[config.mk]
export PLATFORM = sky130hd
export DESIGN_NAME = rvCore
export DESIGN_NICKNAME = d
export VERILOG_FILES = /design/src/common/rvPkg.sv /design/src/pipeline/pipeRegs.sv /design/src/hdl/decoder.sv /design/src/hdl/regFile.sv /design/src/hdl/alu.sv /design/src/hdl/hazardUnit.sv /design/src/hdl/rvCore.sv
export SDC_FILE = /design/constraint.sdc
export NUM_CORES = 2
export LEC_CHECK = 0
export BUFFER_PORTS_ARGS = -buffer_cell sky130_fd_sc_hd__buf_2
export CAP_MARGIN = 10
export CORE_MARGIN = 4
export CORE_UTILIZATION = 34
export CTS_CLUSTER_DIAMETER = 80
export DETAILED_ROUTE_END_ITERATION = 8
export RECOVER_POWER = 50
export SYNTH_ARGS = -nofsm -noshare
export SYNTH_HDL_FRONTEND = slang
export SYNTH_SLANG_ARGS = --single-unit
[constraint.sdc]
create_clock -name clk -period 6.43 [get_ports clk]
set_input_delay 0.643 -clock clk [delete_from_list [all_inputs] [get_ports clk]]
set_output_delay 0.643 -clock clk [all_outputs]
set_load 0.05 [all_outputs]
[src/common/rvPkg.sv]
//==============================
// RV32I core shared definitions
//   word and field widths
//   major opcodes, ALU operations
//   write-back and forwarding selects
//==============================
`default_nettype none

package rvPkg;

    localparam int xlen     = 32;  // Data and address width
    localparam int instW    = 32;
    localparam int regAddrW = 5;

    // Major opcodes of the supported subset
    typedef enum logic [6:0] {
        opOp     = 7'b0110011,
        opOpImm  = 7'b0010011,
        opLoad   = 7'b0000011,
        opStore  = 7'b0100011,
        opLui    = 7'b0110111,
        opBranch = 7'b1100011
    } opcodeE;

    typedef enum logic [2:0] {
        aluAdd,
        aluSub,
        aluAnd,
        aluOr,
        aluXor,
        aluSlt,
        aluPassB   // LUI, immediate straight through
    } aluOpE;

    typedef enum logic {
        wbAlu,
        wbMem
    } wbSelE;

    // Operand source in EX
    typedef enum logic [1:0] {
        fwdNone,
        fwdExMem,
        fwdMemWb
    } fwdSelE;

endpackage

`default_nettype wire

[src/pipeline/pipeRegs.sv]
//==============================
// Pipeline stage registers
//   ifIdReg   fetch to decode
//   idExReg   decode to execute
//   exMemReg  execute to memory
//   memWbReg  memory to write-back
//==============================
`timescale 1ns/1ps
`default_nettype none

module ifIdReg (
    input  logic                    clk,
    input  logic                    arstN,
    input  logic                    stall,
    input  logic                    flush,
    input  logic [rvPkg::xlen-1:0]  pcIn,
    input  logic [rvPkg::instW-1:0] instIn,
    output logic [rvPkg::xlen-1:0]  pcOut,
    output logic [rvPkg::instW-1:0] instOut,
    output logic                    validOut
);
    // An empty slot holds an all-zero word, which decodes as a bubble
    always_ff @(posedge clk or negedge arstN) begin
        if (!arstN) begin
            validOut <= 1'b0;
            instOut  <= '0;
        end else if (flush) begin
            validOut <= 1'b0;
            instOut  <= '0;
        end else if (!stall) begin
            validOut <= 1'b1;
            instOut  <= instIn;
        end
    end

    always_ff @(posedge clk) begin
        if (!stall)
            pcOut <= pcIn;
    end

    holdOnStall: assert property (@(posedge clk) disable iff (!arstN)
        stall && !flush |=> $stable(instOut) && $stable(pcOut) && $stable(validOut));

endmodule

module idExReg (
    input  logic                       clk,
    input  logic                       arstN,
    input  logic                       bubble,
    input  logic                       flush,
    input  logic                       regWriteIn, memReadIn, memWriteIn, aluSrcIn, isBranchIn,
    input  rvPkg::aluOpE               aluOpIn,
    input  rvPkg::wbSelE               wbSelIn,
    input  logic [rvPkg::regAddrW-1:0] rs1In, rs2In, rdIn,
    input  logic [rvPkg::xlen-1:0]     rData1In, rData2In, immIn, pcIn,
    output logic                       regWriteOut, memReadOut, memWriteOut, aluSrcOut,
    output logic                       isBranchOut,
    output rvPkg::aluOpE               aluOpOut,
    output rvPkg::wbSelE               wbSelOut,
    output logic [rvPkg::regAddrW-1:0] rs1Out, rs2Out, rdOut,
    output logic [rvPkg::xlen-1:0]     rData1Out, rData2Out, immOut, pcOut
);
    // Control only; a cleared slot is a no-op
    always_ff @(posedge clk or negedge arstN) begin
        if (!arstN) begin
            {regWriteOut, memReadOut, memWriteOut, aluSrcOut, isBranchOut} <= '0;
            aluOpOut <= rvPkg::aluAdd;
            wbSelOut <= rvPkg::wbAlu;
        end else if (bubble || flush) begin
            {regWriteOut, memReadOut, memWriteOut, aluSrcOut, isBranchOut} <= '0;
            aluOpOut <= rvPkg::aluAdd;
            wbSelOut <= rvPkg::wbAlu;
        end else begin
            {regWriteOut, memReadOut, memWriteOut, aluSrcOut, isBranchOut} <=
                {regWriteIn, memReadIn, memWriteIn, aluSrcIn, isBranchIn};
            aluOpOut <= aluOpIn;
            wbSelOut <= wbSelIn;
        end
    end

    always_ff @(posedge clk) begin
        rs1Out    <= rs1In;
        rs2Out    <= rs2In;
        rdOut     <= rdIn;
        rData1Out <= rData1In;
        rData2Out <= rData2In;
        immOut    <= immIn;
        pcOut     <= pcIn;
    end

endmodule

module exMemReg (
    input  logic                       clk,
    input  logic                       arstN,
    input  logic                       regWriteIn, memReadIn, memWriteIn,
    input  rvPkg::wbSelE               wbSelIn,
    input  logic [rvPkg::regAddrW-1:0] rdIn,
    input  logic [rvPkg::xlen-1:0]     aluResultIn, storeDataIn,
    output logic                       regWriteOut, memReadOut, memWriteOut,
    output rvPkg::wbSelE               wbSelOut,
    output logic [rvPkg::regAddrW-1:0] rdOut,
    output logic [rvPkg::xlen-1:0]     aluResultOut, storeDataOut
);
    always_ff @(posedge clk or negedge arstN) begin
        if (!arstN) begin
            {regWriteOut, memReadOut, memWriteOut} <= '0;
            wbSelOut <= rvPkg::wbAlu;
        end else begin
            {regWriteOut, memReadOut, memWriteOut} <= {regWriteIn, memReadIn, memWriteIn};
            wbSelOut <= wbSelIn;
        end
    end

    always_ff @(posedge clk) begin
        rdOut        <= rdIn;
        aluResultOut <= aluResultIn;  // Memory address for LW and SW
        storeDataOut <= storeDataIn;
    end

endmodule

module memWbReg (
    input  logic                       clk,
    input  logic                       arstN,
    input  logic                       regWriteIn,
    input  rvPkg::wbSelE               wbSelIn,
    input  logic [rvPkg::regAddrW-1:0] rdIn,
    input  logic [rvPkg::xlen-1:0]     aluResultIn, memDataIn,
    output logic                       regWriteOut,
    output rvPkg::wbSelE               wbSelOut,
    output logic [rvPkg::regAddrW-1:0] rdOut,
    output logic [rvPkg::xlen-1:0]     aluResultOut, memDataOut
);
    always_ff @(posedge clk or negedge arstN) begin
        if (!arstN) begin
            regWriteOut <= 1'b0;
            wbSelOut    <= rvPkg::wbAlu;
        end else begin
            regWriteOut <= regWriteIn;
            wbSelOut    <= wbSelIn;
        end
    end

    always_ff @(posedge clk) begin
        rdOut        <= rdIn;
        aluResultOut <= aluResultIn;
        memDataOut   <= memDataIn;
    end

    // x0 writes are dropped at decode and must never reach retirement
    noX0Write: assert property (@(posedge clk) disable iff (!arstN)
        regWriteOut |-> rdOut != '0);

endmodule

`default_nettype wire

[src/hdl/decoder.sv]
//==============================
// Instruction decoder
//   field split, I/S/B/U immediates
//   control for the RV32I subset
//==============================
`timescale 1ns/1ps
`default_nettype none

module decoder (
    input  logic [rvPkg::instW-1:0]    inst,
    output logic [rvPkg::regAddrW-1:0] rs1,
    output logic [rvPkg::regAddrW-1:0] rs2,
    output logic [rvPkg::regAddrW-1:0] rd,
    output logic                       regWrite,
    output logic                       memRead,
    output logic                       memWrite,
    output logic                       aluSrc,
    output rvPkg::aluOpE               aluOp,
    output rvPkg::wbSelE               wbSel,
    output logic                       isBranch,
    output logic [rvPkg::xlen-1:0]     imm
);
    rvPkg::opcodeE opcode;
    logic [2:0]    funct3;
    logic          writesRd;

    assign opcode   = rvPkg::opcodeE'(inst[6:0]);
    assign funct3   = inst[14:12];
    assign rs1      = inst[19:15];
    assign rs2      = inst[24:20];
    assign rd       = inst[11:7];
    assign regWrite = writesRd && (rd != '0);  // Writes to x0 vanish here

    always_comb begin
        case (opcode)
            rvPkg::opOpImm,
            rvPkg::opLoad:   imm = {{20{inst[31]}}, inst[31:20]};
            rvPkg::opStore:  imm = {{20{inst[31]}}, inst[31:25], inst[11:7]};
            rvPkg::opBranch: imm = {{20{inst[31]}}, inst[7], inst[30:25], inst[11:8], 1'b0};
            rvPkg::opLui:    imm = {inst[31:12], 12'b0};
            default:         imm = '0;
        endcase
    end

    // Anything unsupported leaves all control low
    always_comb begin
        writesRd = 1'b0;
        memRead  = 1'b0;
        memWrite = 1'b0;
        aluSrc   = 1'b0;
        aluOp    = rvPkg::aluAdd;
        wbSel    = rvPkg::wbAlu;
        isBranch = 1'b0;
        case (opcode)
            rvPkg::opOp: begin
                writesRd = 1'b1;
                case (funct3)
                    3'b000:  aluOp = inst[30] ? rvPkg::aluSub : rvPkg::aluAdd;
                    3'b010:  aluOp = rvPkg::aluSlt;
                    3'b100:  aluOp = rvPkg::aluXor;
                    3'b110:  aluOp = rvPkg::aluOr;
                    3'b111:  aluOp = rvPkg::aluAnd;
                    default: writesRd = 1'b0;  // Shifts, SLTU
                endcase
            end
            rvPkg::opOpImm: begin
                writesRd = (funct3 == 3'b000);  // ADDI only
                aluSrc   = 1'b1;
            end
            rvPkg::opLoad: begin
                writesRd = (funct3 == 3'b010);  // Word loads only
                memRead  = (funct3 == 3'b010);
                aluSrc   = 1'b1;
                wbSel    = rvPkg::wbMem;
            end
            rvPkg::opStore: begin
                memWrite = (funct3 == 3'b010);
                aluSrc   = 1'b1;
            end
            rvPkg::opLui: begin
                writesRd = 1'b1;
                aluSrc   = 1'b1;
                aluOp    = rvPkg::aluPassB;
            end
            rvPkg::opBranch: begin
                isBranch = (funct3 == 3'b000);  // BEQ
                aluOp    = rvPkg::aluSub;
            end
            default: ;
        endcase
    end

endmodule

`default_nettype wire

[src/hdl/regFile.sv]
//==============================
// Register file, 31 x 32
//   two read ports, one write port
//   write-through, x0 reads zero
//==============================
`timescale 1ns/1ps
`default_nettype none

module regFile (
    input  logic                       clk,
    input  logic                       arstN,
    input  logic [rvPkg::regAddrW-1:0] rs1,
    input  logic [rvPkg::regAddrW-1:0] rs2,
    input  logic                       we,
    input  logic [rvPkg::regAddrW-1:0] wAddr,
    input  logic [rvPkg::xlen-1:0]     wData,
    output logic [rvPkg::xlen-1:0]     rData1,
    output logic [rvPkg::xlen-1:0]     rData2
);
    logic [rvPkg::xlen-1:0] regs [1:31];  // No storage for x0

    always_ff @(posedge clk or negedge arstN) begin
        if (!arstN) begin
            for (int i = 1; i < 32; i++)
                regs[i] <= '0;
        end else if (we && wAddr != '0) begin
            regs[wAddr] <= wData;
        end
    end

    // WB write seen by ID in the same cycle
    assign rData1 = (rs1 == '0) ? '0 : (we && wAddr == rs1) ? wData : regs[rs1];
    assign rData2 = (rs2 == '0) ? '0 : (we && wAddr == rs2) ? wData : regs[rs2];

    x0ReadsZero: assert property (@(posedge clk)
        (rs1 == '0 |-> rData1 == '0) and (rs2 == '0 |-> rData2 == '0));

endmodule

`default_nettype wire

[src/hdl/alu.sv]
//==============================
// Execute stage ALU
//   operand forwarding muxes
//   result and BEQ resolution
//==============================
`timescale 1ns/1ps
`default_nettype none

module alu (
    input  rvPkg::aluOpE           aluOp,
    input  logic                   aluSrc,
    input  logic                   isBranch,
    input  rvPkg::fwdSelE          fwdA,
    input  rvPkg::fwdSelE          fwdB,
    input  logic [rvPkg::xlen-1:0] rData1,
    input  logic [rvPkg::xlen-1:0] rData2,
    input  logic [rvPkg::xlen-1:0] imm,
    input  logic [rvPkg::xlen-1:0] pc,
    input  logic [rvPkg::xlen-1:0] exMemResult,
    input  logic [rvPkg::xlen-1:0] memWbResult,
    output logic [rvPkg::xlen-1:0] aluResult,
    output logic [rvPkg::xlen-1:0] storeData,
    output logic                   branchTaken,
    output logic [rvPkg::xlen-1:0] branchTarget
);
    logic [rvPkg::xlen-1:0] opA;
    logic [rvPkg::xlen-1:0] opB;

    always_comb begin
        case (fwdA)
            rvPkg::fwdExMem: opA = exMemResult;
            rvPkg::fwdMemWb: opA = memWbResult;
            default:         opA = rData1;
        endcase
        case (fwdB)
            rvPkg::fwdExMem: storeData = exMemResult;
            rvPkg::fwdMemWb: storeData = memWbResult;
            default:         storeData = rData2;
        endcase
    end

    assign opB = aluSrc ? imm : storeData;  // storeData is the forwarded rs2

    always_comb begin
        case (aluOp)
            rvPkg::aluAdd:   aluResult = opA + opB;
            rvPkg::aluSub:   aluResult = opA - opB;
            rvPkg::aluAnd:   aluResult = opA & opB;
            rvPkg::aluOr:    aluResult = opA | opB;
            rvPkg::aluXor:   aluResult = opA ^ opB;
            rvPkg::aluSlt:   aluResult = {{(rvPkg::xlen-1){1'b0}}, $signed(opA) < $signed(opB)};
            rvPkg::aluPassB: aluResult = opB;
            default:         aluResult = '0;
        endcase
    end

    assign branchTaken  = isBranch && (opA == storeData);
    assign branchTarget = pc + imm;

endmodule

`default_nettype wire

[src/hdl/hazardUnit.sv]
//==============================
// Hazard unit
//   load-use stall, branch flush
//   forwarding source selects
//==============================
`timescale 1ns/1ps
`default_nettype none

module hazardUnit (
    input  logic [rvPkg::regAddrW-1:0] idRs1,
    input  logic [rvPkg::regAddrW-1:0] idRs2,
    input  logic [rvPkg::regAddrW-1:0] exRs1,
    input  logic [rvPkg::regAddrW-1:0] exRs2,
    input  logic [rvPkg::regAddrW-1:0] exRd,
    input  logic                       exMemRead,
    input  logic                       branchTaken,
    input  logic [rvPkg::regAddrW-1:0] memRd,
    input  logic                       memRegWrite,
    input  logic [rvPkg::regAddrW-1:0] wbRd,
    input  logic                       wbRegWrite,
    output logic                       stallF,
    output logic                       stallD,
    output logic                       bubbleE,
    output logic                       flushD,
    output logic                       flushE,
    output rvPkg::fwdSelE              fwdA,
    output rvPkg::fwdSelE              fwdB
);
    logic loadUse;

    // regWrite already implies a nonzero rd, so no x0 check here
    function automatic rvPkg::fwdSelE pickSource(input logic [rvPkg::regAddrW-1:0] src);
        if (memRegWrite && memRd == src)
            return rvPkg::fwdExMem;   // Youngest value wins
        if (wbRegWrite && wbRd == src)
            return rvPkg::fwdMemWb;
        return rvPkg::fwdNone;
    endfunction

    assign loadUse = exMemRead && (exRd != '0) && (exRd == idRs1 || exRd == idRs2);

    assign stallF  = loadUse;
    assign stallD  = loadUse;
    assign bubbleE = loadUse;
    assign flushD  = branchTaken;
    assign flushE  = branchTaken;

    always_comb begin
        fwdA = pickSource(exRs1);
        fwdB = pickSource(exRs2);
    end

    // A load and a BEQ cannot both sit in EX
    noStallOnFlush: assert final (!(loadUse && branchTaken))
        else $error("load-use stall during a branch flush");

endmodule

`default_nettype wire

[src/hdl/rvCore.sv]
//==============================
// Five-stage RV32I pipeline core
//   PC register and fetch redirect
//   stage wiring, memory ports
//   write-back report
//==============================
`timescale 1ns/1ps
`default_nettype none

module rvCore #(
    parameter logic [rvPkg::xlen-1:0] resetPc = '0
) (
    input  logic                       clk,
    input  logic                       arstN,
    output logic [rvPkg::xlen-1:0]     imemAddr,
    input  logic [rvPkg::instW-1:0]    imemData,
    output logic [rvPkg::xlen-1:0]     dmemAddr,
    output logic [rvPkg::xlen-1:0]     dmemWdata,
    output logic                       dmemWe,
    output logic                       dmemRe,
    input  logic [rvPkg::xlen-1:0]     dmemRdata,
    output logic                       wbValid,
    output logic [rvPkg::regAddrW-1:0] wbRd,
    output logic [rvPkg::xlen-1:0]     wbData
);
    logic [rvPkg::xlen-1:0]     pcF;
    logic [rvPkg::xlen-1:0]     pcD, immD, rData1D, rData2D;
    logic [rvPkg::instW-1:0]    instD;
    logic [rvPkg::regAddrW-1:0] rs1D, rs2D, rdD;
    logic                       validD, regWriteD, memReadD, memWriteD, aluSrcD, isBranchD;
    rvPkg::aluOpE               aluOpD, aluOpE;
    rvPkg::wbSelE               wbSelD, wbSelE, wbSelM, wbSelW;
    logic                       regWriteE, memReadE, memWriteE, aluSrcE, isBranchE;
    logic [rvPkg::regAddrW-1:0] rs1E, rs2E, rdE, rdM, rdW;
    logic [rvPkg::xlen-1:0]     rData1E, rData2E, immE, pcE, aluResultE, storeDataE;
    logic [rvPkg::xlen-1:0]     branchTarget, aluResultM, storeDataM, aluResultW, memDataW;
    logic                       branchTaken, regWriteM, memReadM, memWriteM, regWriteW;
    logic                       stallF, stallD, bubbleE, flushD, flushE;
    rvPkg::fwdSelE              fwdA, fwdB;

    always_ff @(posedge clk or negedge arstN) begin
        if (!arstN)
            pcF <= resetPc;
        else if (branchTaken)
            pcF <= branchTarget;      // Redirect from EX
        else if (!stallF)
            pcF <= pcF + 32'd4;
    end

    assign imemAddr = pcF;

    ifIdReg u_ifId (
        .clk(clk), .arstN(arstN), .stall(stallD), .flush(flushD),
        .pcIn(pcF), .instIn(imemData),
        .pcOut(pcD), .instOut(instD), .validOut(validD)
    );

    decoder u_decoder (
        .inst(instD), .rs1(rs1D), .rs2(rs2D), .rd(rdD),
        .regWrite(regWriteD), .memRead(memReadD), .memWrite(memWriteD),
        .aluSrc(aluSrcD), .aluOp(aluOpD), .wbSel(wbSelD), .isBranch(isBranchD),
        .imm(immD)
    );

    regFile u_regFile (
        .clk(clk), .arstN(arstN), .rs1(rs1D), .rs2(rs2D),
        .we(regWriteW), .wAddr(rdW), .wData(wbData),
        .rData1(rData1D), .rData2(rData2D)
    );

    // Empty decode slots enter EX as bubbles
    idExReg u_idEx (
        .clk(clk), .arstN(arstN), .bubble(bubbleE || !validD), .flush(flushE),
        .regWriteIn(regWriteD), .memReadIn(memReadD), .memWriteIn(memWriteD),
        .aluSrcIn(aluSrcD), .isBranchIn(isBranchD), .aluOpIn(aluOpD), .wbSelIn(wbSelD),
        .rs1In(rs1D), .rs2In(rs2D), .rdIn(rdD),
        .rData1In(rData1D), .rData2In(rData2D), .immIn(immD), .pcIn(pcD),
        .regWriteOut(regWriteE), .memReadOut(memReadE), .memWriteOut(memWriteE),
        .aluSrcOut(aluSrcE), .isBranchOut(isBranchE), .aluOpOut(aluOpE), .wbSelOut(wbSelE),
        .rs1Out(rs1E), .rs2Out(rs2E), .rdOut(rdE),
        .rData1Out(rData1E), .rData2Out(rData2E), .immOut(immE), .pcOut(pcE)
    );

    alu u_alu (
        .aluOp(aluOpE), .aluSrc(aluSrcE), .isBranch(isBranchE), .fwdA(fwdA), .fwdB(fwdB),
        .rData1(rData1E), .rData2(rData2E), .imm(immE), .pc(pcE),
        .exMemResult(aluResultM), .memWbResult(wbData),
        .aluResult(aluResultE), .storeData(storeDataE),
        .branchTaken(branchTaken), .branchTarget(branchTarget)
    );

    hazardUnit u_hazard (
        .idRs1(rs1D), .idRs2(rs2D), .exRs1(rs1E), .exRs2(rs2E), .exRd(rdE),
        .exMemRead(memReadE), .branchTaken(branchTaken),
        .memRd(rdM), .memRegWrite(regWriteM), .wbRd(rdW), .wbRegWrite(regWriteW),
        .stallF(stallF), .stallD(stallD), .bubbleE(bubbleE),
        .flushD(flushD), .flushE(flushE), .fwdA(fwdA), .fwdB(fwdB)
    );

    exMemReg u_exMem (
        .clk(clk), .arstN(arstN),
        .regWriteIn(regWriteE), .memReadIn(memReadE), .memWriteIn(memWriteE),
        .wbSelIn(wbSelE), .rdIn(rdE), .aluResultIn(aluResultE), .storeDataIn(storeDataE),
        .regWriteOut(regWriteM), .memReadOut(memReadM), .memWriteOut(memWriteM),
        .wbSelOut(wbSelM), .rdOut(rdM), .aluResultOut(aluResultM), .storeDataOut(storeDataM)
    );

    assign dmemAddr  = aluResultM;
    assign dmemWdata = storeDataM;
    assign dmemWe    = memWriteM;
    assign dmemRe    = memReadM;

    memWbReg u_memWb (
        .clk(clk), .arstN(arstN),
        .regWriteIn(regWriteM), .wbSelIn(wbSelM), .rdIn(rdM),
        .aluResultIn(aluResultM), .memDataIn(dmemRdata),
        .regWriteOut(regWriteW), .wbSelOut(wbSelW), .rdOut(rdW),
        .aluResultOut(aluResultW), .memDataOut(memDataW)
    );

    // Retirement report, also the register file write
    assign wbData  = (wbSelW == rvPkg::wbMem) ? memDataW : aluResultW;
    assign wbValid = regWriteW;
    assign wbRd    = rdW;

endmodule

`default_nettype wire

=== Word-level counts from Yosys, hierarchy flattened ===
Index checks and enable logic that the tools add are counted.

* Logic and storage cells: 186
* Flip-flop bits (word level): 1385
* Output and inout bits: 136
* Bits of input ports: 66

* $add $sub $neg: 4
* Reduce and logical (&&, ||, !) cells: 26
* Mux-type cells: 54
* Bitwise gates (word level): 6
* $lt $le $gt $ge: 5
* Equal/unequal tests: 30

{| class="wikitable"
|+ Operators with widths
! operator !! number
|-
| bitwise mux 992 bit || 1
|-
| 2-to-1 mux 32 bit || 13
|-
| binary-select mux 32 bit (select 5 bit) || 2
|-
| case mux 32 bit (7 select lines) || 1
|-
| demux 32 bit (select 5 bit) || 1
|-
| case mux 32 bit (2 select lines) || 2
|-
| case mux 32 bit (4 select lines) || 1
|-
| adder 32 bit || 2
|-
| equality test 5 bit || 8
|-
| adder 32 x 3 -> 32 bit, second input constant || 1
|-
| AND 32 bit || 1
|-
| equality test 32 bit || 1
|-
| less-than comparator 32 bit || 1
|-
| OR 32 bit || 1
|-
| subtractor 32 bit || 1
|-
| XOR 32 bit || 1
|-
| equality test 7 x 6 -> 1 bit, second input constant || 3
|-
| 2-to-1 mux 1 bit || 21
|-
| equality test 3 bit, second input constant || 6
|-
| greater-or-equal comparator 6 bit, second input constant || 3
|-
| NOT 5 -> 6 bit || 3
|-
| 2-to-1 mux 2 bit || 8
|-
| case mux 3 bit (5 select lines) || 1
|-
| nonzero test 5 bit || 3
|-
| other kinds (20) || 39
|}

=== Logic depth before layout (Yosys ltp) ===
* Depth after elaboration: 12
* Gate-level depth with buffers: 24

=== Hierarchy ===
A second synthesis with hierarchy kept.

* Cells, all modules: 5870
* Area, all modules: 74348.8 um2

{| class="wikitable"
|+ Modules (own cells, without submodules)
! module !! seq. area each (um2) !! cells each !! instances !! area an instance (um2)
|-
| regFile || 24823.8 || 3632 || 1 || 53654.0
|-
| alu || 0.0 || 1423 || 1 || 9017.4
|-
| idExReg || 3088.0 || 163 || 1 || 3223.1
|-
| ifIdReg || 1786.7 || 140 || 1 || 2329.7
|-
| rvCore || 800.8 || 217 || 1 || 2107.0
|-
| exMemReg || 1481.4 || 73 || 1 || 1481.4
|-
| memWbReg || 1431.4 || 71 || 1 || 1431.4
|-
| decoder || 0.0 || 100 || 1 || 719.4
|-
| hazardUnit || 0.0 || 51 || 1 || 385.4
|}

=== Least setup slack after synthesis ===
No wires, ideal clock.

* Path type: register to register
* Start point: reg u_memWb.rdOut[4] (netlist name)
* End point: reg u_exMem.aluResultOut[30] (netlist name)
* Setup slack: 1.076 ns
* Cell stages (with the launch flop): 22
* Period minus slack after synthesis: 5.354 ns
* Arrival: 5.274 ns
* Library setup time: 0.079 ns
* Required time: 6.351 ns
* Cell sequence: dfxtp_1 -> buf_2 -> xnor2_1 -> nand4_2 -> o22ai_2 -> clkbuf_1 -> o221ai_1 -> mux2_2 -> ha_1 -> fa_1 -> a21oi_1 -> o21bai_1 -> a21oi_1 -> o21bai_1 -> a311o_1 -> a31oi_1 -> o311ai_0 -> a31oi_1 -> nand2b_1 -> a31oi_1 -> or3_1 -> a22oi_1

* Cells in the longest elaborated chain, start to end: 11

{| class="wikitable"
|+ Ends and longest elaborated chain
! element !! line !! source
|-
| from (decl) || pipeRegs.sv:132 || <nowiki>output logic [rvPkg::regAddrW-1:0] rdOut,</nowiki>
|-
| from (signal assigned) || pipeRegs.sv:146 || <nowiki>rdOut <= rdIn;</nowiki>
|-
| equality test 5 bit * || hazardUnit.sv:35 || <nowiki>if (wbRegWrite && wbRd == src)</nowiki>
|-
| logical AND 1 bit * || hazardUnit.sv:35 ||
|-
| 2-to-1 mux 1 bit (2 in series) || hazardUnit.sv:35 ||
|-
| 2-to-1 mux 2 bit * || hazardUnit.sv:37 || <nowiki>return rvPkg::fwdNone;</nowiki>
|-
| 2-to-1 mux 2 bit * || hazardUnit.sv:35 ||
|-
| equality test 2 bit or equality test 2 x 1 -> 1 bit (tied branches) || alu.sv:35 || <nowiki>case (fwdB)</nowiki>
|-
| case mux 32 bit (2 select lines) * || alu.sv:35 ||
|-
| net storeDataE, one bit || rvCore.sv:35 || <nowiki>logic [rvPkg::xlen-1:0] rData1E, rData2E, immE, pcE, aluResultE, storeDataE;</nowiki>
|-
| 2-to-1 mux 32 bit * || alu.sv:42 || <nowiki>assign opB = aluSrc ? imm : storeData;</nowiki>
|-
| subtractor 32 bit or adder 32 bit (tied branches) || alu.sv:47, alu.sv:46 ||
|-
| case mux 32 bit (7 select lines) * || alu.sv:45 || <nowiki>case (aluOp)</nowiki>
|-
| to (signal assigned) || pipeRegs.sv:117 || <nowiki>aluResultOut <= aluResultIn;</nowiki>
|-
| to (decl) || pipeRegs.sv:103 || <nowiki>output logic [rvPkg::xlen-1:0] aluResultOut, storeDataOut</nowiki>
|}

The timed path passes the listed nets; every way through them passes the cells marked *. The select of a mux whose other input is x is not followed.
A chain may end at the register's enable or synchronous reset.

=== Worst setup path after layout ===
* Start point: reg u_memWb.wbSelOut
* End point: reg u_idEx.aluSrcOut

* Cells in the longest elaborated chain, start to end: 6

{| class="wikitable"
|+ Ends and longest elaborated chain
! element !! line !! source
|-
| from (decl) || pipeRegs.sv:131 || <nowiki>output rvPkg::wbSelE wbSelOut,</nowiki>
|-
| from (signal assigned) || pipeRegs.sv:138 || <nowiki>wbSelOut <= rvPkg::wbAlu;</nowiki>
|-
| from (signal assigned) || pipeRegs.sv:141 || <nowiki>wbSelOut <= wbSelIn;</nowiki>
|-
| 2-to-1 mux 32 bit || rvCore.sv:122 || <nowiki>assign wbData = (wbSelW == rvPkg::wbMem) ? memDataW : aluResultW;</nowiki>
|-
| case mux 32 bit (2 select lines) || alu.sv:35 ||
|-
| net storeDataE, one bit || rvCore.sv:35 ||
|-
| equality test 32 bit || alu.sv:57 || <nowiki>assign branchTaken = isBranch && (opA == storeData);</nowiki>
|-
| logical AND 1 bit || alu.sv:57 ||
|-
| logical OR 1 bit || pipeRegs.sv:69 || <nowiki>end else if (bubble || flush) begin</nowiki>
|-
| 2-to-1 mux 1 bit || pipeRegs.sv:69 ||
|-
| to (signal assigned) || pipeRegs.sv:74 || <nowiki>{regWriteOut, memReadOut, memWriteOut, aluSrcOut, isBranchOut} <=</nowiki>
|-
| to (decl) || pipeRegs.sv:56 || <nowiki>output logic regWriteOut, memReadOut, memWriteOut, aluSrcOut,</nowiki>
|}

The timed path passes the listed nets, and every way through them passes these cells.

==> impl_metrics.csv <==
group,metric,value,unit
cts,cts_tree,"done",
layout,area_delta_synth_final,13.8,%
cts,htree_levels,4,
cts,clock_latency,840,ps
layout,seqCellArea,0.0334,mm2
synthesis,synthCells,6673,
critical_path,critPathRequiredTime,7090,ps
routing,routed_wl,256000,um
cts,cts_sinks,1385,
sta,setup-tns-final,0,ps
global_routing,grt_max_degree,185,
cts,cts_buffers,151,
power_and_ir_drop,p_per_area,253,mW/mm2
synthesis,synthArstFlopShare,0.774,
critical_path,critPathLaunchType,"flip-flop",
routing,drtAntennaViolNets,0,
synthesis,synth_top_cell_area_share,0.375,
sta,min_period_over_period,0.970,
floorplan,core,0.210,mm2
synthesis,synth_area,0.0716,mm2
critical_path,path_class,"flip-flop to flip-flop",
critical_path,worstPathCellList,"buf_4, mux2i_4, clkbuf_1, a21oi_1, xor2_1, nor4_1, nand4_1, or4_1, nor4_4, buf_4, or3_1, nor3_1",
synthesis,ys_seq_area_frac,0.467,
cts,ctsRootBufferMaster,"clkbuf_16",
critical_path,arrival,6890,ps
synthesis,dominantRegCellSynth,"dfrtp_1",
layout,drive_gt1_frac,0.199,
sta,hold_ws,72.1,ps
global_routing,grt_util_all_layers,0.231,
global_routing,grt_pass1_wl,375000,um
cts,clock_path_buffers,3,
layout,nets,6830,
floorplan,dieHeight,467,um
routing,drt_iter0_markers,5749,
routing,wl_per_cell,26.7,um
critical_path,slowest_stage,"clkbuf_1",
routing,dr.pass1.iters,6,
synthesis,synth_edf_count,32,
floorplan,ios,202,
critical_path,cp_slowest_stage_delay,1200,ps
global_routing,global_route.overflow_total,0,
floorplan,die-area,0.218,mm2
synthesis,syn_avg_cell_area,10.7,um2
sta,fmax,0.160,GHz
routing,drcViolationCount,0,
cts,clk_pin_slew,60,ps
place,place_congestion,0.954,
floorplan,chipWidth,467,um
global_routing,grt_pass1_vias,54000,
floorplan,start_util,0.342,
synthesis,yosysMostFrequentCell,"dfrtp_1",
layout,design_area,0.0815,mm2
sta,rsz0062_at_grt,"false",
layout,multi_input_area,0.0359,mm2
place,hpwl,165000,um
sta,final.setup_skew,62.0,ps
critical_path,cp_max_fo,33,
place,placed_cell_area,0.0760,mm2
layout,fillers,20200,
run,max_cap_violations,22,
routing,viasPerCell,5.73,
place,io_buffers,201,
synthesis,yosys-top-cells-count,"dfrtp_1, nor2_1, a21oi_1",
status,status,"finished with violations",
floorplan,rows,168,
routing,via_count,54800,
synthesis,ys_warn_count,0,
status,violations,"capacitance limit, slew limit",
sta,setup_viol_count_final,0,
synthesis,yosys-top-cells-area,"dfrtp_1, mux4_2, dfxtp_1",
power_and_ir_drop,ir_drop,0.288,mV
sta,slew_viol_final,706,
min_path,hp-class,"input port to flip-flop",
synthesis,ys_types,88,
critical_path,end_kind,"flip-flop",
layout,top_register,"u_regFile.regs",
critical_path,path_common_cell,"buf_4",
synthesis,syn-num-nets,6856,
sta,slew_headroom,-2.45,
sta,worstMarginPinSlew,5180,ps
cts,cts_setup_buffers,0,
layout,largest_register_ffs,992,
sta,min_period,6230,ps
sta,hold_viol,0,
power_and_ir_drop,leakage,35.4,nW
synthesis,synth_top_area_cell,"dfrtp_1",
synthesis,ys_ff_latch,1385,
global_routing,antenna_found_initial,4,
-- final cells by class --
class,count,area share
Inverter,146,0.00674
Timing Repair Buffer,411,0.0334
Sequential cell,1385,0.410
Clock buffer,214,0.0549
Antenna cell,2,0.0000614
Clock inverter,62,0.0112
Tap cell,2805,0.0431
Multi-Input combinational cell,4552,0.440
-- kinds of logic (layout without fill, tap and decap cells) --
family          count (synthesis)  in the layout  synth area share
compound gates               1730           1730             0.139
xor+xnor                      154            154            0.0188
fa+ha+maj                     117            117            0.0208
buf+inv                       736            833            0.0393
flops                        1385           1385             0.467
mux                           796            796             0.213
other cells                     0              2                 0
simple gates                 1755           1755             0.103
-- routing by layer --
metal	vias to the layer above	wire length, um	GRT usage
met5	-	0	0
li1	24100	-	-
met2	2489	116000	0.357
met4	0	10500	0.0890
met3	461	22400	0.0515
met1	27800	107000	0.317
-- critical path, delay by kind of cell (launching register included) --
kind	cells	cell delay [ps]
muxes	1	350
buffers and inverters	3	2080
xor gates and xnor gates	1	290
AOI/OAI and AO/OA	1	510
DFF	1	620
and+or+nand+nor	6	2190
-- worst paths after layout --
path,startpoint,end,slack [ps],cells after the start
worst min-delay path,imemData[16],u_ifId.instOut[16],70,3
max in group asynchronous,arstN,u_regFile.regs[829],800,3
worst min register to register,u_ifId.pcOut[7],u_idEx.pcOut[7],340,0
min in group asynchronous,arstN,u_regFile.regs[803],2160,2
worst max register to register,u_memWb.wbSelOut,u_idEx.aluSrcOut,200,12
worst max-delay path,u_memWb.wbSelOut,u_idEx.aluSrcOut,200,12
-- what timing repair did --
action / 4_1_cts / 5_1_grt
endpoints found under the setup margin: 0 / 1
endpoints found under the hold margin: 98 / 0
gates resized for setup: 0 / 1
hold buffers: 33 / 0
-- metrics by stage --
| step | power (mW) | std cells | setup slack (ps) | util |
|---|---|---|---|---|
| finish | 20.6 | 9577 | 196 | 0.389 |
| global route | 21.3 | 9575 | 57.3 | 0.389 |
| CTS | 20.8 | 9575 | 405 | 0.390 |
| detailed placement | 11.4 | 9266 | 473 | 0.362 |
| global placement | 11.4 | 9266 | 646 | 0.362 |
| floorplan | 10.6 | 6673 | 1080 | - |
-- placed cells by master, fill, tap and decap left out, drive strengths merged, types with 114 or more instances in the layout --
cell	count
dfrtp	1072
nor2	924
a21oi	840
mux4	576
nand2	520
o21ai	492
buf	314
dfxtp	281
clkbuf	278
inv	155
mux2i	135
ha	114
-- where the power goes --
part | total (mW) | switching (mW) | internal [mW] | leakage [nW]
clock | 9.35 | 3.87 | 5.48 | 2.64
sequential | 9.28 | 0.300 | 8.98 | 17.5
combinational | 2.02 | 1.32 | 0.705 | 15.3
No activity file was read; power rests on OpenSTA's default activity.
